**src/gpuPkg.sv**
```systemverilog
/*
  Shared sizes and types of the fill engine.
  The frame is a flat array of FrameWords pixels in raster order.
  FifoDepth must be a power of two.
*/
package gpuPkg;

    localparam int HDisp      = 64;
    localparam int VDisp      = 48;
    localparam int FrameWords = HDisp * VDisp;

    // Write buffer entries and pointer width
    localparam int FifoDepth  = 4;
    localparam int FifoAddrW  = $clog2(FifoDepth);

    typedef logic [15:0] coordT;
    typedef logic [23:0] pixelT;
    typedef logic [23:0] lenT;
    typedef logic [31:0] sysAddrT;
    typedef logic [11:0] memAddrT;

    // Fill controller states
    typedef enum logic [2:0] {
        Idle,
        Load,
        Write,
        Flush,
        Done
    } fillStateT;

endpackage

```
**src/frameWriteBuffer.sv**
```systemverilog
/*
  Write buffer between the fill controller and frame memory.
  Addresses are assigned as words arrive, starting at sysAddrMin and
  wrapping to zero at sysAddrMax. A word sent with sysLoad uses the new
  start. Memory writes go out at most once every second cycle.
*/
`timescale 1ns/1ps

module frameWriteBuffer import gpuPkg::*; (
    input  logic    clk,
    input  logic    rstn,
    input  logic    sysLoad,
    input  sysAddrT sysAddrMin,
    input  sysAddrT sysAddrMax,
    input  logic    sysWriteEnable,
    input  pixelT   sysData,
    output logic    sysValid,
    output logic    sysIdle,
    output logic    wrEn,
    output memAddrT wrAddr,
    output pixelT   wrData
);

    memAddrT addrMem [FifoDepth];
    pixelT   dataMem [FifoDepth];

    logic [FifoAddrW-1:0] wrPtr;
    logic [FifoAddrW-1:0] rdPtr;
    logic [FifoAddrW:0]   count;

    sysAddrT nextAddr;
    sysAddrT curAddr;
    sysAddrT incAddr;
    logic    pace;
    logic    push;
    logic    pop;

    assign sysValid = (count != FifoDepth);
    assign sysIdle  = (count == '0) && !wrEn;

    assign push = sysWriteEnable && sysValid;
    assign pop  = pace && (count != '0);

    // A load in the same cycle as a word takes effect for that word
    assign curAddr = sysLoad ? sysAddrMin : nextAddr;
    assign incAddr = curAddr + 1'b1;

    always_ff @(posedge clk or negedge rstn) begin
        if (!rstn) begin
            wrPtr    <= '0;
            rdPtr    <= '0;
            count    <= '0;
            nextAddr <= '0;
            pace     <= 1'b0;
            wrEn     <= 1'b0;
        end else begin
            // Memory side runs at half rate
            pace <= ~pace;
            wrEn <= pop;

            if (push) begin
                wrPtr <= wrPtr + 1'b1;
                if (incAddr >= sysAddrMax) begin
                    nextAddr <= '0;
                end else begin
                    nextAddr <= incAddr;
                end
            end else if (sysLoad) begin
                nextAddr <= sysAddrMin;
            end

            if (pop) begin
                rdPtr <= rdPtr + 1'b1;
            end

            case ({push, pop})
                2'b10:   count <= count + 1'b1;
                2'b01:   count <= count - 1'b1;
                default: count <= count;
            endcase
        end
    end

    always_ff @(posedge clk) begin
        if (push) begin
            addrMem[wrPtr] <= memAddrT'(curAddr);
            dataMem[wrPtr] <= sysData;
        end
        if (pop) begin
            wrAddr <= addrMem[rdPtr];
            wrData <= dataMem[rdPtr];
        end
    end

endmodule

```
**config.mk**
```make
export PLATFORM = sky130hd
export DESIGN_NAME = frameWriteBuffer
export DESIGN_NICKNAME = d
export VERILOG_FILES = /design/src/gpuPkg.sv /design/src/frameWriteBuffer.sv
export SDC_FILE = /design/constraint.sdc
export NUM_CORES = 1
export LEC_CHECK = 0
export BUFFER_PORTS_ARGS = -buffer_cell sky130_fd_sc_hd__buf_4
export CORE_MARGIN = 2
export CORE_UTILIZATION = 58
export CTS_CLUSTER_DIAMETER = 50
export CTS_CLUSTER_SIZE = 8
export DETAILED_ROUTE_END_ITERATION = 6
export GPL_TIMING_DRIVEN = 0
export PLACE_DENSITY = 0.8
export SYNTH_ARGS = -nofsm -noshare
export SYNTH_HDL_FRONTEND = slang
export SYNTH_SLANG_ARGS = --single-unit
```
**constraint.sdc**
```tcl
create_clock -name clk -period 4 [get_ports clk]
set_input_delay 0.8 -clock clk [delete_from_list [all_inputs] [get_ports clk]]
set_output_delay 0.8 -clock clk [all_outputs]
set_load 0.03 [all_outputs]
```
==> After elaboration in Yosys (flattened, before gate mapping) <==
Memories as Yosys holds them, arrays and structs flattened. A register that Yosys moved wholly into a read port is not among the register bits.
Index checks and enable logic that the tools add are counted.
W data, S select, Z words.
{ "classes": {"reduce_logical": 7, "order_cmp": 1, "shift": 0, "mul": 0, "n_addsub": 5, "n_eq_ne": 3, "muxes": 6, "bitwise_logic": 1, "div": 0} }
{ "op_table": {"columns": ["cell", "n"], "rows": [
  ["$mux W32", 3],
  ["$add A32 B1 Y32 const B", 1],
  ["$ge A32 B32 Y1", 1],
  ["$pmux W3 S2", 1],
  ["$add A2 B1 Y2 const B", 2],
  ["$add A3 B1 Y3 const B", 1],
  ["$logic_and A1 B1 Y1", 3],
  ["$logic_not A3 Y1", 1],
  ["$ne A3 B3 Y1 const B", 1],
  ["$reduce_bool A3 Y1", 1],
  ["$sub A3 B1 Y3 const B", 1],
  ["$eq A2 B1 Y1 const B", 1],
  ["$eq A2 B2 Y1 const B", 1],
  ["$mux W1", 2],
  ["$reduce_bool A2 Y1", 1],
  ["$logic_not A1 Y1", 1],
  ["$not A1 Y1", 1]
]} }
{ "totals": {"out_inout_bits": 39, "ram_bits": 144, "mem_count": 2, "word_cells": 31, "register_bits": 41, "rom_bits": 0, "in_bits": 92, "latch_bits": 0} }
{ "mem_list": {"columns": ["memory", "depth", "word_bits", "read_ports", "rd_ports_with_merged_regs", "write_ports", "line_no", "source"], "rows": [
  ["dataMem", 4, 24, 1, 1, 1, "frameWriteBuffer.sv:25", "pixelT dataMem [FifoDepth];"],
  ["addrMem", 4, 12, 1, 1, 1, "frameWriteBuffer.sv:24", "memAddrT addrMem [FifoDepth];"]
]} }

==> Logic depth before layout (Yosys ltp) <==
Gate-level depths: netlist (run 1).
{ "logic_depth": {"depth_word": 5, "mapped_depth": 19, "depth_no_buf": 14} }

==> Worst setup path after synthesis (run 1) <==
Ideal clock, no wire load.
{ "synth_timing": {"path_kind": "input to register", "start": "in sysLoad", "end": "reg nextAddr[20]", "setup_slack_ps": -876, "stages": 18, "n_path_buf": 5, "required_time_ps": 3865, "setup_ps": 135, "arrival_time_ps": 4741, "path_cell_list": "buf_2 > buf_2 > buf_2 > mux2_2 > ha_1 > inv_1 > a21oi_1 > and3_1 > clkbuf_1 > and2_1 > xnor2_1 > ha_1 > nand4_1 > nor4_1 > o311ai_2 > clkbuf_1 > a31oi_1 > o22ai_1"} }
{ "synth_via": {"elab_chain_len": 5} }
{ "synth_rtl": {"columns": ["item", "line_no", "source"], "rows": [
  ["from (decl)", "frameWriteBuffer.sv:12", "input logic sysLoad,"],
  ["$mux W32 *", null, null],
  ["net curAddr[0]", "frameWriteBuffer.sv:32", "sysAddrT curAddr;"],
  ["$add A32 B1 Y32 *", "frameWriteBuffer.sv:46", "assign incAddr = curAddr + 1'b1;"],
  ["$ge A32 B32 Y1", "frameWriteBuffer.sv:63", "if (incAddr >= sysAddrMax) begin"],
  ["$mux W32 *", "frameWriteBuffer.sv:63", null],
  ["$mux W32 *", "frameWriteBuffer.sv:61", "if (push) begin"],
  ["to (signal assigned)", "frameWriteBuffer.sv:66", "nextAddr <= incAddr;"],
  ["to (signal assigned)", "frameWriteBuffer.sv:69", "nextAddr <= sysAddrMin;"],
  ["to (decl)", "frameWriteBuffer.sv:31", "sysAddrT nextAddr;"]
]} }
Mark *: on every way through the listed nets, which the timed path passes. The rest lies on a longest branch.
A chain may end at the register's enable or synchronous reset.

==> Worst setup path in the final report (run 1) <==
{ "layout_timing": {"start": "in sysLoad", "end": "reg nextAddr[31]"} }
The elaborated chain is that of the path after synthesis.

==> out/results.ini, run 1 <==
[routing]
via_per_inst = 6.07
wl_per_cell_um = 22.9
drtAntennaViolNets = 0
wirelength_um = 25400
drc_errors = 0
num_vias = 6712
drt_iter0_drc = 546
drtPass1Iterations = 5

[logic_synthesis]
synth_edf_count = 180
ys.warnings.count = 0
ys_ff_latch = 221
avgSynthCellArea_um2 = 15.0
synthDistinctLibCells = 50
syn_nets = 798
async_flop_share_pct = 18.6
syn_inst = 667
synth_seq_area_share_pct = 64.2
syn_area_mm2 = 0.0100
synthFlopType = edfxtp_1

[timing]
tightest_slew_ns = 0.879
finalHoldViolations = 0
finClkSkew_ns = 0.0240
finalCritPeriodShare_pct = 98.7
slew_headroom_pct = 41.4
slew_viol_final = 0
max_freq_mhz = 253
min_period_ns = 3.95
setup_violations = 0
finalSetupTns_ns = 0

[grt]
grt_pass1_wl_um = 39100
grt_usage_pct = 28.4
grt_overflow = 0
antenna_found_initial = 0
grt_max_degree = 42
grt_pass1_vias = 7184

[placed_design]
dp.cells = 1027
hpwlAfterDp_um = 16200
placed_area_mm2 = 0.0115
gp_congestion = 0.944
io_buffers = 130

[cts]
cts_tree = done
clock_sinks = 221
insertion_delay_ns = 0.50
cts-buffers-inserted = 34
cts.clk_slew.worst_paths_ns = 0.05
clockRootBuffer = clkbuf_16
htree_levels = 2
cts_buffer_depth = 3

[floorplan]
start_util_pct = 58.5
die_w_um = 135
die_height_um = 135
dieArea_mm2 = 0.0183
core_mm2 = 0.0171
rows = 48
io_pins = 131

[layout]
fin_cells = 1106
syn_to_final_growth_pct = 27.6
drive_gt1_share_pct = 32.5
design_area_mm2 = 0.0128
final_util_pct = 74.6
antenna_cells = 0
final_nets = 987

[worst_setup_path]
crit_arrival_ns = 4.34
worst_r2r_path_depth = 16
endpoint_kind = flip-flop
critPathKind = input port to flip-flop
critPathRequiredTime_ns = 4.40
timing.critical_path.fanout_max = 10
crit_path_start_kind = input port

[pwr]
leakage_uw = 0.00505
vdd_drop_max_mv = 0.362
power_density_mw_per_mm2 = 634

[outcome]
status = complete, no violations

[min_path]
hold_class = input port to asynchronous set/reset pin

[flow_run]
drv_cap = 0

-- per-layer routing --
metal | part of all wire [%] | wire [µm] | global-route usage [%] | vias to the layer above
li1 | - | - | - | 2943
met4 | 3.3 | 826 | 11.3 | 0
met1 | 38 | 9720 | 35.7 | 3345
met3 | 7.3 | 1850 | 4.68 | 65
met5 | 0 | 0 | 0 | -
met2 | 51 | 13000 | 49.6 | 359
-- state kept, by name, summed over array words and instances, names as in the netlist --
| signal | flops |
|---|---|
| addrMem | 48 |
| count | 3 |
| dataMem | 96 |
| nextAddr | 32 |
| pace | 1 |
| rdPtr | 2 |
| wrAddr | 12 |
| wrData | 24 |
| wrEn | 1 |
| wrPtr | 2 |
-- Yosys cell counts, drive strengths merged (3+ instances only) --
| library cell | n | area, µm² |
|---|---|---|
| edfxtp | 180 | 5410 |
| inv | 47 | 176 |
| dfrtp | 41 | 1030 |
| ha | 38 | 475 |
| mux4 | 36 | 811 |
| nand2 | 33 | 124 |
| mux2i | 28 | 280 |
| nand3 | 25 | 125 |
| nor2 | 25 | 93.8 |
| a21oi | 20 | 100 |
| o21ai | 20 | 100 |
| xnor2 | 17 | 149 |
| buf | 16 | 88.8 |
| nand4 | 16 | 100 |
| xor2 | 16 | 140 |
| a31o | 11 | 96.3 |
| a31oi | 11 | 68.8 |
| clkbuf | 10 | 37.5 |
| and3 | 7 | 43.8 |
| nand3b | 7 | 52.6 |
| nand4b | 7 | 61.3 |
| a22oi | 5 | 37.5 |
| and2 | 5 | 31.3 |
| mux2 | 5 | 56.3 |
| nand2b | 5 | 31.3 |
| nor3 | 4 | 20.0 |
| o22ai | 4 | 25.0 |
| a21o | 3 | 22.5 |
| a32o | 3 | 30.0 |
| and4 | 3 | 26.3 |
-- stage by stage --
step | setup slack [ns] | hold WS, ns | total power (µW)
2_1_floorplan | -0.0648 | 0.383 | 4690
3_3_place_gp | -0.858 | 0.393 | 5190
3_5_place_dp | -0.892 | 0.424 | 5400
4_1_cts | 0.0436 | 0.321 | 8100
5_1_grt | -0.0196 | 0.355 | 8450
6_report | 0.0537 | 0.320 | 8110
-- worst max-delay path, cell delays in order --
cell	delay [ns]
buf_6	0.13
buf_12	0.15
buf_12	0.13
mux2_4	0.35
ha_4	0.21
inv_4	0.07
a21oi_4	0.05
and4_2	0.30
and2b_1	0.18
xnor2_1	0.21
ha_1	0.28
nand4_1	0.17
nor2_1	0.07
a2111o_1	0.45
a211oi_4	0.23
buf_4	0.18
buf_6	0.15
nand4_1	0.10
o21ai_0	0.12
-- worst paths after layout --
check	end	slack [ns]	startpoint
setup / recovery	nextAddr[31]$_DFF_PN0_	0.05	sysLoad
hold / removal	nextAddr[18]$_DFF_PN0_	0.32	rstn
setup reg to reg	nextAddr[31]$_DFF_PN0_	0.33	nextAddr[15]$_DFF_PN0_
hold reg to reg	pace$_DFF_PN0_	0.45	pace$_DFF_PN0_
max in group asynchronous	nextAddr[10]$_DFF_PN0_	3.27	rstn
min in group clk	pace$_DFF_PN0_	0.45	pace$_DFF_PN0_
-- kinds of logic (layout without fill, tap and decap cells) --
logic type	count (synthesis)	in the layout	synth area share, %
compound gates	86	86	5.76
simple gates	146	146	7.71
flops	221	221	64.2
mux	69	69	11.5
buf+inv	73	287	3.02
xor+xnor	33	33	2.89
fa+ha+maj	39	39	4.95
-- cell usage in the layout (no fill, tap or decap), drive strengths merged, types with 20 or more instances in the layout --
cell	Yosys	routed
a21oi	20	20
buf	16	169
clkbuf	10	67
dfrtp	41	41
edfxtp	180	180
ha	38	38
inv	47	47
mux2i	28	28
mux4	36	36
nand2	33	33
nand3	25	25
nor2	25	25
o21ai	20	20
-- power by group --
part	total [µW]	leakage, µW	switching (µW)	internal [µW]
logic	2180	0.00237	1220	967
registers	3300	0.00220	184	3120
clock network	2620	0.000473	992	1630
total	8110	0.00505	2390	5710
-- repair_timing --
item,in CTS,in global routing
hold buffers,0,0
cloned,0,1
gates resized for setup,14,20
pin swaps,3,11
setup buffers,9,9
setup endpoints to repair,32,32
-- area by class of cell --
| cell class | instances | area (µm²) |
|---|---|---|
| inverter | 47 | 179 |
| buffer | 25 | 198 |
| timing repair buffer | 154 | 1270 |
| sequential | 221 | 6430 |
| clock buffer | 57 | 958 |
| fill | 1030 | 4340 |
| multi-input combinational | 373 | 3410 |
| clock inverter | 4 | 43.8 |
| tap | 225 | 282 |
(Power assumes the default switching activity.)
==> run 2: changes to the inputs <==
--- a/config.mk
+++ b/config.mk
@@ -8,6 +8,7 @@
 export BUFFER_PORTS_ARGS = -buffer_cell sky130_fd_sc_hd__buf_4
 export CORE_MARGIN = 2
 export CORE_UTILIZATION = 58
+export CTS_BUF_LIST = sky130_fd_sc_hd__clkbuf_16
 export CTS_CLUSTER_DIAMETER = 50
 export CTS_CLUSTER_SIZE = 8
 export DETAILED_ROUTE_END_ITERATION = 6
==> out/results.ini, run 2 (synthesis gave the netlist of run 1 again) <==
[pwr]
power_density_mw_per_mm2 = 630
leakage_uw = 0.00514
vdd_drop_max_mv = 0.363

[floorplan]
core_mm2 = 0.0171
start_util_pct = 58.5
dieArea_mm2 = 0.0183
rows = 48
die_height_um = 135
die_w_um = 135
io_pins = 131

[timing]
finalSetupTns_ns = 0
finalCritPeriodShare_pct = 99.1
min_period_ns = 3.97
slew_headroom_pct = 41.6
tightest_slew_ns = 0.876
slew_viol_final = 0
max_freq_mhz = 252
finalHoldViolations = 0
layout_setup_ws_ns = 0.0342
finClkSkew_ns = 0.0201
setup_violations = 0

[cts]
cts_tree = done
htree_levels = 2
clockRootBuffer = clkbuf_16
cts_buffer_depth = 3
cts-buffers-inserted = 34
cts.clk_slew.worst_paths_ns = 0.05
insertion_delay_ns = 0.50
clock_sinks = 221

[layout]
drive_gt1_share_pct = 32.5
top_regs = dataMem: 96 flops, addrMem: 48 flops, nextAddr: 32 flops
final_cell_mix = edfxtp_1 (180), buf_4 (147), inv_1 (67), dfrtp_1 (41), ha_1 (37)
final_common_cell = edfxtp_1
syn_to_final_growth_pct = 27.6
final_util_pct = 74.6
final_nets = 987
design_area_mm2 = 0.0128
largest_reg_flops = 96
antenna_cells = 0
largest_register = dataMem

[routing]
drtPass1Iterations = 7
drtAntennaViolNets = 0
wirelength_um = 25300
num_vias = 6717
drt_iter0_drc = 569
wl_per_cell_um = 22.8
via_per_inst = 6.07
drc_errors = 0

[placed_design]
io_buffers = 130
gp_congestion = 0.944
pre_cts_ws_ns = -0.892
placed_area_mm2 = 0.0115
hpwlAfterDp_um = 16200

[worst_setup_path]
critical_path_buf_inv_count = 6
critPathRequiredTime_ns = 4.39
critPathMaxStageDelay_ns = 0.45
crit_path_start_kind = input port
timing.critical_path.fanout_max = 10
cp_cell_sequence = buf_6, buf_12, buf_12, mux2_4, ha_4, inv_4, a21oi_4, and4_2, and2b_1, xnor2_1, ha_1, nand4_1, nor2_1, a2111o_1, a211oi_4, buf_4, buf_6, nand4_1, o21ai_0
critPathKind = input port to flip-flop
crit_family = compound AO/OA/AOI/OAI gates
cp_slowest_cell = a2111o_1
endpoint_kind = flip-flop
crit_arrival_ns = 4.36

[grt]
grt_usage_pct = 28.4
grt_max_degree = 42
grt_pass1_wl_um = 39100
grt_overflow = 0
grt_pass1_vias = 7178
antenna_found_initial = 0

[flow_run]
drv_cap = 0

[outcome]
status = complete, no violations

[min_path]
hold_class = input port to asynchronous set/reset pin

[run 2: worst paths after layout]
kind,depth (start not counted),slack [ns],to,from
max,19,0.03,nextAddr[31]$_DFF_PN0_,sysLoad
max in group asynchronous,1,3.28,count[1]$_DFFE_PN0P_,rstn
min reg2reg,1,0.44,pace$_DFF_PN0_,pace$_DFF_PN0_
max reg2reg,16,0.30,nextAddr[31]$_DFF_PN0_,nextAddr[15]$_DFF_PN0_
min in group clk,1,0.44,pace$_DFF_PN0_,pace$_DFF_PN0_
min,1,0.32,nextAddr[16]$_DFF_PN0_,rstn
[run 2: cell type report]
class                      instances  area [µm²]
sequential                       221        6430
fill                            1030        4340
multi-input combinational        373        3410
timing repair buffer             154        1270
clock buffer                      35         876
tap                              225         282
buffer                            25         198
inverter                          47         179
clock inverter                    26         126
[run 2: metal layers]
metal | GRT usage (%) | share of wire [%] | vias to the layer above
li1 | - | - | 2946
met1 | 35.7 | 38 | 3315
met2 | 49.5 | 51 | 372
met3 | 4.68 | 7.7 | 84
met4 | 11.3 | 3.6 | 0
met5 | 0 | 0 | -
[run 2: stage by stage]
step / hold WS, ns / total power, µW / instances
floorplan: 0.383 / 4690 / 667
global placement: 0.393 / 5190 / 1022
detailed placement: 0.424 / 5400 / 1027
CTS: 0.321 / 8050 / 1096
global route: 0.355 / 8390 / 1106
finish: 0.321 / 8050 / 1106
[run 2: repair_timing]
action / CTS / global route
setup buffers: 9 / 9
pin swaps: 3 / 11
gates cloned: 0 / 1
endpoints found under the setup margin: 32 / 32
hold buffers: 0 / 0
gates resized for setup: 14 / 20
[run 2: report_power, final]
group	internal (µW)	total [µW]	switching [µW]
logic	966	2180	1210
clock network	1570	2560	991
registers	3120	3300	185
total	5660	8050	2390
[run 2: worst register-to-register path, cell delays in order, from the launching register on]
cell and delay [ns]:
dfrtp_1 0.38, nand4b_1 0.20, a222oi_1 0.39, buf_4 0.19, and4_1 0.21, buf_6 0.13, nand2_1 0.08, xor2_1 0.19
ha_1 0.36, nand4_1 0.15, nor2_1 0.07, a2111o_1 0.45, a211oi_4 0.23, buf_4 0.18, buf_6 0.15, nand4_1 0.10
o21ai_0 0.13
