$ cat src/gpuPkg.sv
/*
  Shared sizes and types of the fill engine.
  The frame is a flat array of FrameWords pixels in raster order.
  FifoDepth must be a power of two.
*/
package gpuPkg;

    localparam int HDisp      = 64;
    localparam int VDisp      = 48;
    localparam int FrameWords = HDisp * VDisp;

    // Write buffer entries and pointer width
    localparam int FifoDepth  = 4;
    localparam int FifoAddrW  = $clog2(FifoDepth);

    typedef logic [15:0] coordT;
    typedef logic [23:0] pixelT;
    typedef logic [23:0] lenT;
    typedef logic [31:0] sysAddrT;
    typedef logic [11:0] memAddrT;

    // Fill controller states
    typedef enum logic [2:0] {
        Idle,
        Load,
        Write,
        Flush,
        Done
    } fillStateT;

endpackage

$ cat src/gpuDataControl.sv
/*
  Fill controller. One command writes len copies of pixel from
  xPos + yPos*HDisp onward. The command is sampled once in Idle.
  busy falls only after the buffer reports every pixel in memory,
  and a new command needs enable to drop first.
*/
`timescale 1ns/1ps

module gpuDataControl import gpuPkg::*; (
    input  logic    clk,
    input  logic    rstn,
    input  coordT   xPos,
    input  coordT   yPos,
    input  pixelT   pixel,
    input  lenT     len,
    input  logic    enable,
    output logic    busy,
    input  logic    sysValid,
    input  logic    sysIdle,
    output logic    sysLoad,
    output pixelT   sysData,
    output logic    sysWriteEnable,
    output sysAddrT sysAddrMin,
    output sysAddrT sysAddrMax
);

    fillStateT state;
    lenT       lenQ;
    lenT       wrCount;

    // Strobe follows sysValid in the same cycle
    assign sysWriteEnable = (state == Write) && (wrCount != lenQ) && sysValid;

    // Run wraps at the end of the frame
    assign sysAddrMax = sysAddrT'(FrameWords);

    always_ff @(posedge clk or negedge rstn) begin
        if (!rstn) begin
            state   <= Idle;
            busy    <= 1'b0;
            sysLoad <= 1'b0;
            wrCount <= '0;
        end else begin
            sysLoad <= 1'b0;
            case (state)
                Idle: begin
                    wrCount <= '0;
                    if (enable) begin
                        state <= Load;
                    end
                end
                Load: begin
                    busy    <= 1'b1;
                    sysLoad <= 1'b1;
                    // Zero length skips straight to the drain wait
                    if (lenQ == '0) begin
                        state <= Flush;
                    end else begin
                        state <= Write;
                    end
                end
                Write: begin
                    if (sysWriteEnable) begin
                        wrCount <= wrCount + 1'b1;
                        if (wrCount + 1'b1 == lenQ) begin
                            state <= Flush;
                        end
                    end
                end
                Flush: begin
                    if (sysIdle) begin
                        busy  <= 1'b0;
                        state <= Done;
                    end
                end
                Done: begin
                    if (!enable) begin
                        state <= Idle;
                    end
                end
                default: begin
                    state <= Idle;
                end
            endcase
        end
    end

    // Command latch and raster start address
    always_ff @(posedge clk) begin
        if (state == Idle && enable) begin
            lenQ       <= len;
            sysData    <= pixel;
            sysAddrMin <= sysAddrT'(xPos) + sysAddrT'(yPos) * HDisp;
        end
    end

endmodule

$ cat config.mk
export PLATFORM = sky130hd
export DESIGN_NAME = gpuDataControl
export DESIGN_NICKNAME = d
export VERILOG_FILES = /design/src/gpuPkg.sv /design/src/gpuDataControl.sv
export SDC_FILE = /design/constraint.sdc
export NUM_CORES = 1
export LEC_CHECK = 0
export CELL_PAD_IN_SITES_DETAIL_PLACEMENT = 1
export CELL_PAD_IN_SITES_GLOBAL_PLACEMENT = 2
export CORE_MARGIN = 1
export CORE_UTILIZATION = 43
export CTS_CLUSTER_SIZE = 24
export DETAILED_ROUTE_END_ITERATION = 8
export DONT_BUFFER_PORTS = 1
export GPL_TIMING_DRIVEN = 0
export PLACE_DENSITY = 0.83
export RECOVER_POWER = 50
export SLEW_MARGIN = 20
export SYNTH_ARGS = -nofsm -noshare
export SYNTH_HDL_FRONTEND = slang
export SYNTH_SLANG_ARGS = --single-unit
$ cat constraint.sdc
create_clock -name clk -period 6.1 [get_ports clk]
set_input_delay 0.915 -clock clk [delete_from_list [all_inputs] [get_ports clk]]
set_output_delay 0.915 -clock clk [all_outputs]
set_load 0.05 [all_outputs]
# Word level (Yosys, flattened, before mapping)
# Index checks and enable logic that the tools add are counted.
# totals
ff_bits,109
mem_count,0
word_cells,42
inputBits,85
latch_bits,0
output_inout_bits,91
romBits,0
ramBits,0
# classes
order_cmp,0
n_bitwise,0
shift,0
n_div,0
eq_ne,11
n_reduce_logical,10
add_sub_neg,2
muxes,12
multipliers,0
# op_table
operator,n
24-bit one-hot mux with 2 select lines,1
24-bit by 1-bit adder with 24-bit output (second input constant),1
24-bit == test,1
24-bit zero test,1
24-bit two-way mux,1
24-bit inequality test,1
16-bit by 22-bit adder with 23-bit output,1
3-bit two-way mux,5
3-bit one-hot mux with 5 select lines,1
2-bit inequality test (second input constant),4
3-bit by 2-bit == test with 1-bit output (second input constant),2
5-bit AND reduction,1
2-bit AND reduction,2
2-bit nonzero test,2
3-bit by 1-bit == test with 1-bit output (second input constant),1
3-bit == test (second input constant),1
1-bit logical AND,3
3-bit zero test,1
1-bit two-way mux,3
2-bit by 1-bit inequality test with 1-bit output (second input constant),1
1-bit one-hot mux with 2 select lines,1

# Longest topological paths before layout
# Gate-level depths: netlist of the first run.
# depth
ltp_word,5
depth_mapped,10
mapped_depth_nobuf,10

# Worst setup path after synthesis of the first run
# No wires, ideal clock.
# synth_path
path_kind,register to register
from,register state[2]
to,register lenQ[0] (enable)
period_less_slack_ns,3.362
n_path_buf,1
required_time_ns,5.663
t_arrival_ns,2.924
setup_slack_ns,2.738
path_stages_with_launch,4
setup_ns,0.437
cell_sequence,dfrtp_1 > clkbuf_1 > nor3_1 > and2_1
# synth_via
elab_chain_cells,2
# synth_rtl
item,line_no,source
"start, declared",gpuDataControl.sv:27,fillStateT state;
"start signal, assigned",gpuDataControl.sv:39,state <= Idle;
"start signal, assigned",gpuDataControl.sv:49,state <= Load;
"start signal, assigned",gpuDataControl.sv:57,state <= Flush;
3-bit zero test,gpuDataControl.sv:90,if (state == Idle && enable) begin
1-bit logical AND,gpuDataControl.sv:90,
"end signal, assigned",gpuDataControl.sv:91,lenQ <= len;
"end, declared",gpuDataControl.sv:28,lenT lenQ;
# No other way between the ends.
# A chain may end at the register's enable or synchronous reset.

# Final worst setup path of the first run
# layout_path
from,register state[0]
to,output sysWriteEnable
# layout_via
elab_chain_cells,3
# layout_rtl
item,line_no,source
3-bit by 2-bit == test with 1-bit output,gpuDataControl.sv:32,assign sysWriteEnable = (state == Write) && (wrCount != lenQ) && sysValid;
1-bit logical AND (2 in series),gpuDataControl.sv:32,
"end, declared",gpuDataControl.sv:22,"output logic sysWriteEnable,"
# No other way between the ends.

==> results.md, run 1 <==
- Worst Tran Pin Value: 0.808 ns
- Largest net degree at the start of global routing: 55
- CP Data Arrival Time: 2.35 ns
- Root Driver: clkbuf_16
- Io pins: 176
- Mux cell area share after synthesis: 0%
- IR drop worst, VDD: 0.000128 V
- Maxcap violations: 0
- Fill cells: 1319
- Status: finished clean
- Most common cell after layout, fill and taps aside: edfxtp_1
- Dominant synthesized flop cell: edfxtp_1
- All-Layer GR Usage: 20.5%
- Placer Congestion: 0.832
- Final hold slack: 0.248 ns
- Vias in the first global route: 3801
- Post-DP HPWL: 9650 um
- Sequential standard cell area: 2860 sq um
- Synth Area in Simple Gates: 16.2%
- Die height: 114 um
- RSZ-0062 raised after global routing: no
- Main combinational cell family by area after synthesis: simple AND/OR/NAND/NOR gates
- Fin Clk Skew: 0.00908 ns
- Most frequent cells in the layout: edfxtp_1, buf_4, conb_1, xor2_1, nor2_1
- CTS tree: done
- P_leak: 2.39 nW
- Num Clock Sinks: 100
- Count of cell types in the netlist: 63
- Syn Area/Cell: 11.3 sq um
- Initial Util: 44.4%
- Async SR Flop Fraction: 29.0%
- Clk buf depth: 2
- Residual DRC: 0
- Final Non-Filler Cells: 696
- Fmax: 0.306 GHz
- Slew Viols, Final: 0
- CP endpoint kind: output pin
- Via count: 3617
- Area Growth Syn to Fin: 13.1%
- Drt wl/cell: 18.3 um
- Post-synthesis cell count: 472
- Post-CTS setup buffer count: 0
- Die area: 12900 sq um
- Fin Setup TNS: 0 ns
- Die Span X: 114 um
- Remaining antenna violation count after routing: 0
- Period utilization: 53.6%
- TritonRoute pass-1 iters: 4
- Starting DRT DRC Count: 207
- Layout cell share with drive strength beyond 1: 15.3%
- Adder-cell share of the synthesized area: 2.95%
- Post-cts sizing count: 0
- H-tree levels: 3
- Routed vias/inst: 5.20
- First-pass GRT wire length: 20000 um
- WS Path Type: flop to output pin
- CP Max Fanout: 10
- XOR/XNOR Fraction of Synth Area: 10.1%
- Nets: 620
- Relative slew slack: 46.0%
- Port-buffer cells: 0
- Hold WC Path Type: primary input to asynchronous set/reset pin
- Core area: 12100 sq um
- Drt total wl: 12700 um
- Worst skew pair latency: 0.35 ns
- Yosys warns: 0
- Total CTS buffers: 9
- Reg clk slew, reported paths: 0.08 ns
- Power density cells: 302 nW/um^2
- N_diodes: 0
- Multi-input logic area: 2190 sq um
- Row count: 40
- Hold buffers post-CTS: 0
- Final setup viols: 0
- Dpl cells: 680
- Sequential area share after synthesis: 53.4%
- Complex-gate fraction of the synthesized area: 8.56%
- FF+latch count, synth: 100
- EDFF count, synth: 71
- Initial antenna violation count: 0
- Total grt overflow: 0
- Post-synthesis cell area: 5350 sq um
- Startpoint Class: flop
- Final Hold Vio Count: 0
- Minimum clock period: 3.27 ns
- Req. time, crit path: 5.18 ns
[report_power, final]
part | switching (mW) | internal, mW
sequential | 0.0323 | 0.771
combinational | 0.289 | 0.146
clock | 0.290 | 0.296
[area by class of cell]
cell class	instances	area share [%]
Timing Repair Buffer	1	0.455
Tap cell	168	3.47
Sequential cell	100	47.2
Clock buffer	9	3.72
Multi-Input combinational cell	337	36.1
Clock inverter	7	1.43
Buffer	54	6.30
Inverter	20	1.28
[Yosys cell counts, types with 2 or more instances]
| cell type | instances | area (sq um) |
|---|---|---|
| nand2_1 | 23 | 86.3 |
| nor3_1 | 12 | 60.1 |
| xor2_1 | 37 | 324 |
| nor2b_1 | 2 | 12.5 |
| o21ai_0 | 26 | 130 |
| conb_1 | 2 | 7.51 |
| a21o_1 | 2 | 15.0 |
| dfrtp_1 | 29 | 726 |
| nand3_1 | 19 | 95.1 |
| a211oi_1 | 4 | 30.0 |
| a31oi_1 | 2 | 12.5 |
| clkbuf_1 | 7 | 26.3 |
| ha_1 | 11 | 138 |
| nor4_1 | 14 | 87.6 |
| and2_1 | 5 | 31.3 |
| nor2_1 | 30 | 113 |
| a21oi_1 | 11 | 55.1 |
| and3_1 | 10 | 62.6 |
| and4_1 | 4 | 35.0 |
| or2_2 | 2 | 12.5 |
| nand4_1 | 16 | 100 |
| o31ai_1 | 9 | 67.6 |
| edfxtp_1 | 71 | 2130 |
| buf_4 | 42 | 315 |
| xnor2_1 | 23 | 201 |
| inv_1 | 19 | 71.3 |
| buf_2 | 3 | 15.0 |
| nor4b_1 | 2 | 17.5 |
[critical path, cell delays in order (launching register included)]
cell and delay (ns):
dfrtp_1 0.36, clkbuf_1 0.20, nor3b_1 0.71, o211ai_4 0.31
inv_4 0.17, clkbuf_8 0.25
[stage by stage]
step / cell area (sq um) / power [mW] / utilization (%) / setup WS, ns
floorplan: 5500 / 1.16 / - / 2.74
global placement: 5710 / 1.24 / 47.3 / 1.63
detailed placement: 5740 / 1.25 / 47.6 / 2.88
CTS: 6050 / 1.84 / 50.2 / 2.83
global route: 6050 / 1.90 / 50.2 / 2.66
finish: 6050 / 1.83 / 50.2 / 2.83
[routing by layer]
layer | global-route usage (%) | part of all wire, % | vias up | routed length, um
li1 | - | - | 1743 | -
met1 | 24.6 | 40 | 1728 | 5120
met2 | 33.0 | 49 | 121 | 6200
met3 | 7.60 | 8.6 | 25 | 1100
met4 | 8.60 | 2.6 | 0 | 328
met5 | 0 | 0 | - | 0
[flip-flops by register name (all words and copies together) (netlist names)]
name	flops
state	3
busy	1
wrCount	24
sysAddrMin	23
lenQ	24
sysData	24
sysLoad	1
[final timing paths]
| kind | start | endpoint | slack (ns) | depth (start not counted) |
|---|---|---|---|---|
| max | state[0] | sysWriteEnable | 2.83 | 5 |
| min | rstn | wrCount[19] | 0.25 | 0 |
| max reg2reg | wrCount[0] | state[0] | 3.49 | 8 |
| min reg2reg | wrCount[21] | wrCount[21] | 0.54 | 1 |
| max in group asynchronous | rstn | wrCount[12] | 5.77 | 0 |
| min in group clk | wrCount[21] | wrCount[21] | 0.54 | 1 |
[cells by family after synthesis]
group | count (synthesis)
buf+inv | 74
other cells | 2
flops | 100
simple gates | 153
fa+ha+maj | 12
compound gates | 70
xor+xnor | 61
Power figures use the tool's default switching activity.
==> run 2, diff against run 1 <==
Settings changed: ABC_AREA set to 1, CORE_UTILIZATION 43 to 33, PLACE_DENSITY 0.83 to 0.74.
Clock period 6.1 ns to 2.7 ns, I/O delays scaled along.
==> run 2 against run 1 <==
The run now ends with max-capacitance violations, max-slew violations left. Sequential cell count is the same. First-iteration DRC count grew 3.9%. Cell count grew 34%. Clock skew grew 0.0014 ns. Synthesized cell count grew 38%. Design area grew 6.5%. Worst setup slack lost 2.5 ns. Global-route usage shrank 2.3 points.
==> results.md, run 2 <==
- Status: finished with violations (was finished clean)
- Failing checks: max-capacitance violations, max-slew violations
- Final Hold Vio Count: 0 (unchanged)
- Initial antenna violation count: 1 (was 0)
- Num Clock Sinks: 100 (unchanged)
- Worst Tran Pin Value: 1.93 ns (was 0.808 ns)
- Cell taking the most area after synthesis: edfxtp_1 (unchanged)
- Worst reg2reg path depth: 4 (was 8)
- Most frequent cells in the layout: nand2_1, inv_1, edfxtp_1, nor2_1, buf_4 (was edfxtp_1, buf_4, conb_1, xor2_1, nor2_1)
- Final Non-Filler Cells: 931 (was 696)
- Initial Util: 33.9% (was 44.4%)
- Total CTS buffers: 9 (unchanged)
- CP endpoint kind: output pin (unchanged)
- Most common cell after layout, fill and taps aside: nand2_1 (was edfxtp_1)
- Worst skew pair latency: 0.36 ns (was 0.35 ns)
- Top-count cell post-synth: nand2_1 (was edfxtp_1)
- RSZ-0062 raised after global routing: no (unchanged)
- Slew Viols, Final: 30 (was 0)
- Yosys warns: 0 (unchanged)
- Fmax: 0.421 GHz
- Total grt overflow: 0 (unchanged)
- Post-synthesis cell count: 650 (was 472)
- Final hold slack: 0.134 ns (was 0.248 ns)
- Slack of the worst reg-to-reg path: 0.42 ns (was 3.49 ns)
- Die area: 17600 sq um (was 12900 sq um)
- Clk buf depth: 2 (unchanged)
- CTS tree: done (unchanged)
- CP Data Arrival Time: 1.97 ns (was 2.35 ns)
- Core area: 16600 sq um (was 12100 sq um)
- Period utilization: 87.9%
- Dpl cells: 911 (was 680)
- CP Max Fanout: 6 (was 10)
- Leading post-synthesis cells by cell area: edfxtp_1, dfrtp_1, nand2_1, inv_1, buf_4 (was edfxtp_1, dfrtp_1, xor2_1, buf_4, xnor2_1)
- Placer Congestion: 0.818 (was 0.832)
- Reg-to-Reg Start: state[2] (was wrCount[0])
- Maxcap violations: 1 (was 0)
- Remaining antenna violation count after routing: 0 (unchanged)
- TritonRoute pass-1 iters: 4 (unchanged)
- FF+latch count, synth: 100 (unchanged)
- Row count: 47 (was 40)
- Post-synthesis cell area: 5640 sq um (was 5350 sq um)
- Sequential area share after synthesis: 50.7% (was 53.4%)
- Relative slew slack: -28.9% (was 46.0%)
- Via count: 4347 (was 3617)
- EDFF count, synth: 71 (unchanged)
- Die height: 133 um (was 114 um)
- WS Path Type: flop to output pin (unchanged)
- Nets: 803 (was 620)
- Area Growth Syn to Fin: 14.4% (was 13.1%)
- P_leak: 2.91 nW (was 2.39 nW)
- Post-layout util: 38.7% (was 50.2%)
- Residual DRC: 0 (unchanged)
- Async SR Flop Fraction: 29.0% (unchanged)
- Root Driver: clkbuf_16 (unchanged)
- Placed cell area: 6100 sq um (was 5740 sq um)
- Req. time, crit path: 2.30 ns (was 5.18 ns)
- First-pass GRT wire length: 24100 um (was 20000 um)
- Hold Path Cell Cnt: 0
- N_diodes: 0 (unchanged)
- Fin Clk Skew: 0.0105 ns (was 0.00908 ns)
- Dominant synthesized flop cell: edfxtp_1 (unchanged)
- Reg clk slew, reported paths: 0.08 ns (about the same)
- IR drop worst, VDD: 0.000372 V (was 0.000128 V)
- Vias in the first global route: 4627 (was 3801)
- Worst Min Path Start: xPos[5]
- Synth top area share: 37.8% (was 39.8%)
- Reg-to-Reg End: lenQ[17] (was state[0])
- Power density cells: 833 nW/um^2 (was 302 nW/um^2)
- Syn Area/Cell: 8.67 sq um (was 11.3 sq um)
- Io pins: 176 (unchanged)
- Fin Setup TNS: 0 ns (unchanged)
- Port-buffer cells: 0 (unchanged)
- Count of cell types in the netlist: 34 (was 63)
- Final Cell Area: 6450 sq um (was 6050 sq um)
- Top cells by count, synth: nand2_1, inv_1, edfxtp_1 (was edfxtp_1, buf_4, xor2_1)
- Largest registers: lenQ (24), sysData (24), wrCount (24) (unchanged)
- Post-DP HPWL: 11900 um (was 9650 um)
- Drt total wl: 15500 um (was 12700 um)
- Hold WC Path Type: primary input to flop (was primary input to asynchronous set/reset pin)
- Final setup viols: 0 (unchanged)
- H-tree levels: 3 (unchanged)
- Routed vias/inst: 4.67 (was 5.20)
- Starting DRT DRC Count: 215 (was 207)
- Layout cell share with drive strength beyond 1: 11.8% (was 15.3%)
- Drt wl/cell: 16.7 um (was 18.3 um)
- Die Span X: 133 um (was 114 um)
- Minimum clock period: 2.37 ns
- Hold EP: sysAddrMin[5]
- All-Layer GR Usage: 18.2% (was 20.5%)
- Largest net degree at the start of global routing: 30 (was 55)
- Startpoint Class: flop (unchanged)
## run 2: what timing repair did
action | CTS | global route
hold buffers | 2 | 0
endpoints found under the hold margin | 29 | 0
setup endpoints to repair | 29 | 29
gates resized for setup | 0 | 0
setup buffers | 0 | 1
gates cloned | 1 | 0
pin swaps | 1 | 1
## run 2: worst max-delay path by stage
stage | startpoint | to | slack, ns | depth (start not counted)
after global placement | state[2] | lenQ[3] | -0.58 | 4
after detailed placement | state[2] | lenQ[3] | -0.02 | 6
final | wrCount[2] | sysWriteEnable | 0.33 | 9
after CTS | state[2] | lenQ[0] | 0.06 | 6
after global routing | rstn | wrCount[17] | 0.08 | 2
after floorplan | state[2] | lenQ[0] | 0.37 | 4
## run 2: critical path: stages (launching register included)
cell     delay, ns
dfrtp_1       0.48
inv_1         0.10
nand2_1       0.09
nand2_1       0.08
nor2_1        0.09
nand2_1       0.06
nor2_1        0.19
nand3_1       0.11
nand2_1       0.13
inv_1         0.28
## run 2: metal layers
layer | track usage, % | up-vias | wire length [um]
li1 | - | 2128 | -
met3 | 5.90 | 20 | 1070
met5 | 0 | - | 17
met4 | 5.49 | 2 | 246
met2 | 30.5 | 118 | 7540
met1 | 22.2 | 2079 | 6630
## run 2: kinds of logic after synthesis
kind of cell,count (synthesis),share of synthesized area (%)
AOI/OAI and AO/OA,54,5.06
xor gates and xnor gates,29,5.02
adders and majority gates,12,2.80
buffers and inverters,141,12.4
DFF,100,50.7
other,2,0.133
and+or+nand+nor,312,23.8
## run 2: where the power goes
group | total (mW) | switching, mW | internal (mW)
sequential | 2.70 | 0.690 | 2.01
combinational | 1.32 | 0.961 | 0.362
clock | 1.34 | 0.673 | 0.668
## run 2: per-stage QoR
stage,power [mW],setup slack (ns)
floorplan,3.58,0.372
global placement,3.98,-0.580
detailed placement,4.04,-0.0210
CTS,5.46,0.0631
global route,5.65,0.0844
finish,5.37,0.327
## run 2: final cells by class
cell class | instances | area [sq um]
Buffer | 48 | 352
Clock buffer | 9 | 225
Clock inverter | 7 | 88.8
Fill cell | 1991 | 10200
Inverter | 93 | 349
Multi-Input combinational cell | 449 | 2240
Sequential cell | 100 | 2860
Tap cell | 220 | 275
Timing Repair Buffer | 5 | 61.3
==> run 3, diff against run 2 <==
Settings changed: CORE_UTILIZATION 33 to 34, CTS_BUF_LIST set to sky130_fd_sc_hd__clkbuf_8, PLACE_DENSITY 0.74 to 0.75.
==> run 3 against run 2 <==
The run still ends with max-capacitance violations, max-slew violations left. Maximum frequency down 1.8%. Via count fell by 2.0%. Non-clock buffer count is the same. Sequential share of layout area is 0.87 points higher. Sequential power about the same. Clock power down 27%. Largest cell class unchanged. Largest power group unchanged.
==> results.md, run 3 (same netlist as run 2, synthesis figures left out) <==
- Final setup viols: 0 (unchanged)
- Final Hold Vio Count: 0 (unchanged)
- Slew Viols, Final: 30 (unchanged)
- Total grt overflow: 0 (unchanged)
- All-Layer GR Usage: 18.3% (was 18.2%)
- Root Driver: clkbuf_8 (was clkbuf_16)
- Req. time, crit path: 2.30 ns (about the same)
- IR drop worst, VDD: 0.000376 V (was 0.000372 V)
- CP Max Fanout: 4 (was 6)
- Worst Tran Pin Value: 1.84 ns (was 1.93 ns)
- Final Cell Area: 6320 sq um (was 6450 sq um)
- Largest registers: lenQ (24), sysData (24), wrCount (24) (unchanged)
- Hold WC Path Type: primary input to flop (unchanged)
- N_diodes: 0 (unchanged)
- Area Growth Syn to Fin: 12.2% (was 14.4%)
- Power density cells: 787 nW/um^2 (was 833 nW/um^2)
- RSZ-0062 raised after global routing: no (unchanged)
- Initial antenna violation count: 1 (unchanged)
- Residual DRC: 0 (unchanged)
- Most common cell after layout, fill and taps aside: nand2_1 (unchanged)
- Final Power: 4.98 mW (was 5.37 mW)
- Io pins: 176 (unchanged)
- Placer Congestion: 0.798 (was 0.818)
- CP Data Arrival Time: 2.01 ns (was 1.97 ns)
- Largest net degree at the start of global routing: 31 (was 30)
- Row count: 46 (was 47)
- P_leak: 2.86 nW (was 2.91 nW)
- Placed cell area: 6120 sq um (was 6100 sq um)
- H-tree levels: 3 (unchanged)
- Die Span X: 131 um (was 133 um)
- Startpoint Class: flop (unchanged)
- Total CTS buffers: 9 (unchanged)
- Status: finished with violations (unchanged)
- Fin Clk Skew: 0.0147 ns (was 0.0105 ns)
- CTS tree: done (unchanged)
- Minimum clock period: 2.42 ns (was 2.37 ns)
- WS Path Type: flop to output pin (unchanged)
- Worst skew pair latency: 0.39 ns (was 0.36 ns)
- Layout cell share with drive strength beyond 1: 11.7% (was 11.8%)
- Vias in the first global route: 4552 (was 4627)
- CP endpoint kind: output pin (unchanged)
- Num Clock Sinks: 100 (unchanged)
- Relative slew slack: -22.8% (was -28.9%)
- Die height: 131 um (was 133 um)
- Slack of the worst reg-to-reg path: 0.38 ns (was 0.42 ns)
- Drt wl/cell: 16.1 um (was 16.7 um)
- Maxcap violations: 1 (unchanged)
- Fmax: 0.414 GHz (was 0.421 GHz)
- Reg clk slew, reported paths: 0.12 ns (was 0.08 ns)
- Fill cells: 1942 (was 1991)
- Nets: 802 (was 803)
- Most frequent cells in the layout: nand2_1, inv_1, edfxtp_1, nor2_1 (was nand2_1, inv_1, edfxtp_1, nor2_1, buf_4)
- Via count: 4261 (was 4347)
- Die area: 17100 sq um (was 17600 sq um)
- Failing checks: max-capacitance violations, max-slew violations (unchanged)
- Remaining antenna violation count after routing: 0 (unchanged)
- Period utilization: 89.5% (was 87.9%)
- Core area: 16100 sq um (was 16600 sq um)
- Clk buf depth: 2 (unchanged)
- TritonRoute pass-1 iters: 5 (was 4)
- Fin Setup TNS: 0 ns (unchanged)
- Post-CTS setup buffer count: 0 (unchanged)
- Routed vias/inst: 4.60 (was 4.67)
- Drt total wl: 14900 um (was 15500 um)
- Starting DRT DRC Count: 188 (was 215)
- Post-DP HPWL: 11700 um (was 11900 um)
- Port-buffer cells: 0 (unchanged)
- Initial Util: 35.1% (was 33.9%)
- First-pass GRT wire length: 23300 um (was 24100 um)
==> run 3: changes by cell type in the layout (fill, tap and decap cells not counted), sizes merged <==
| cell | before | now |
|---|---|---|
| clkinv | 4 | 1 |
| inv | 96 | 99 |
| nor2 | 67 | 66 |
==> run 3: final timing paths <==
check,start,endpoint,cells past startpoint
setup / recovery,wrCount[3],sysWriteEnable,9
hold / removal,pixel[13],sysData[13],0
setup reg to reg,state[2],lenQ[11],6
hold reg to reg,wrCount[22],wrCount[22],1
max in group asynchronous,rstn,wrCount[22],2
min in group asynchronous,rstn,wrCount[2],2
==> run 3: layer usage <==
layer / GRT usage (%) / vias to the layer above / wire [um]
met2: 31.2 / 117 / 7330
met5: 0 / - / 17
met4: 6.56 / 2 / 206
met1: 22.4 / 2009 / 6470
met3: 4.85 / 16 / 879
li1: - / 2117 / -
==> run 3: layout make-up <==
cell class	instances	area, sq um	area share [%]
Sequential cell	100	2860	45.2
Multi-Input combinational cell	448	2230	35.3
Buffer	48	352	5.56
Inverter	93	349	5.52
Tap cell	216	270	4.27
Clock buffer	9	124	1.96
Timing Repair Buffer	5	76.3	1.21
Clock inverter	7	62.6	0.990
==> run 3: what timing repair did <==
item	4_1_cts	5_1_grt
endpoints found under the hold margin	29	0
hold buffers	2	0
resized for setup	0	0
==> run 3: where the power goes <==
part / switching (mW) / internal (mW) / total (mW)
combinational: 0.933 / 0.374 / 1.31
clock: 0.611 / 0.361 / 0.972
sequential: 0.684 / 2.01 / 2.70
total: 2.23 / 2.75 / 4.98
==> run 3: through the flow <==
step                util [%]  setup slack (ns)  hold WS, ns  std cells
global route            39.4            0.0978       0.0787        926
floorplan                  -             0.372        0.109        689
CTS                     39.5             0.219       0.0797        926
global placement        37.7            -0.419        0.111        905
detailed placement      38.1             0.272        0.111        908
finish                  39.4             0.284        0.102        926
==> run 3: critical path: stages, from the launching register on <==
cell and delay, ns:
dfrtp_1 0.42, inv_1 0.18, nand2_1 0.07, nand2_1 0.10, nor2_1 0.05, nand2_1 0.07, nor2_1 0.07, nand3_1 0.08
nand2_1 0.12, inv_1 0.46
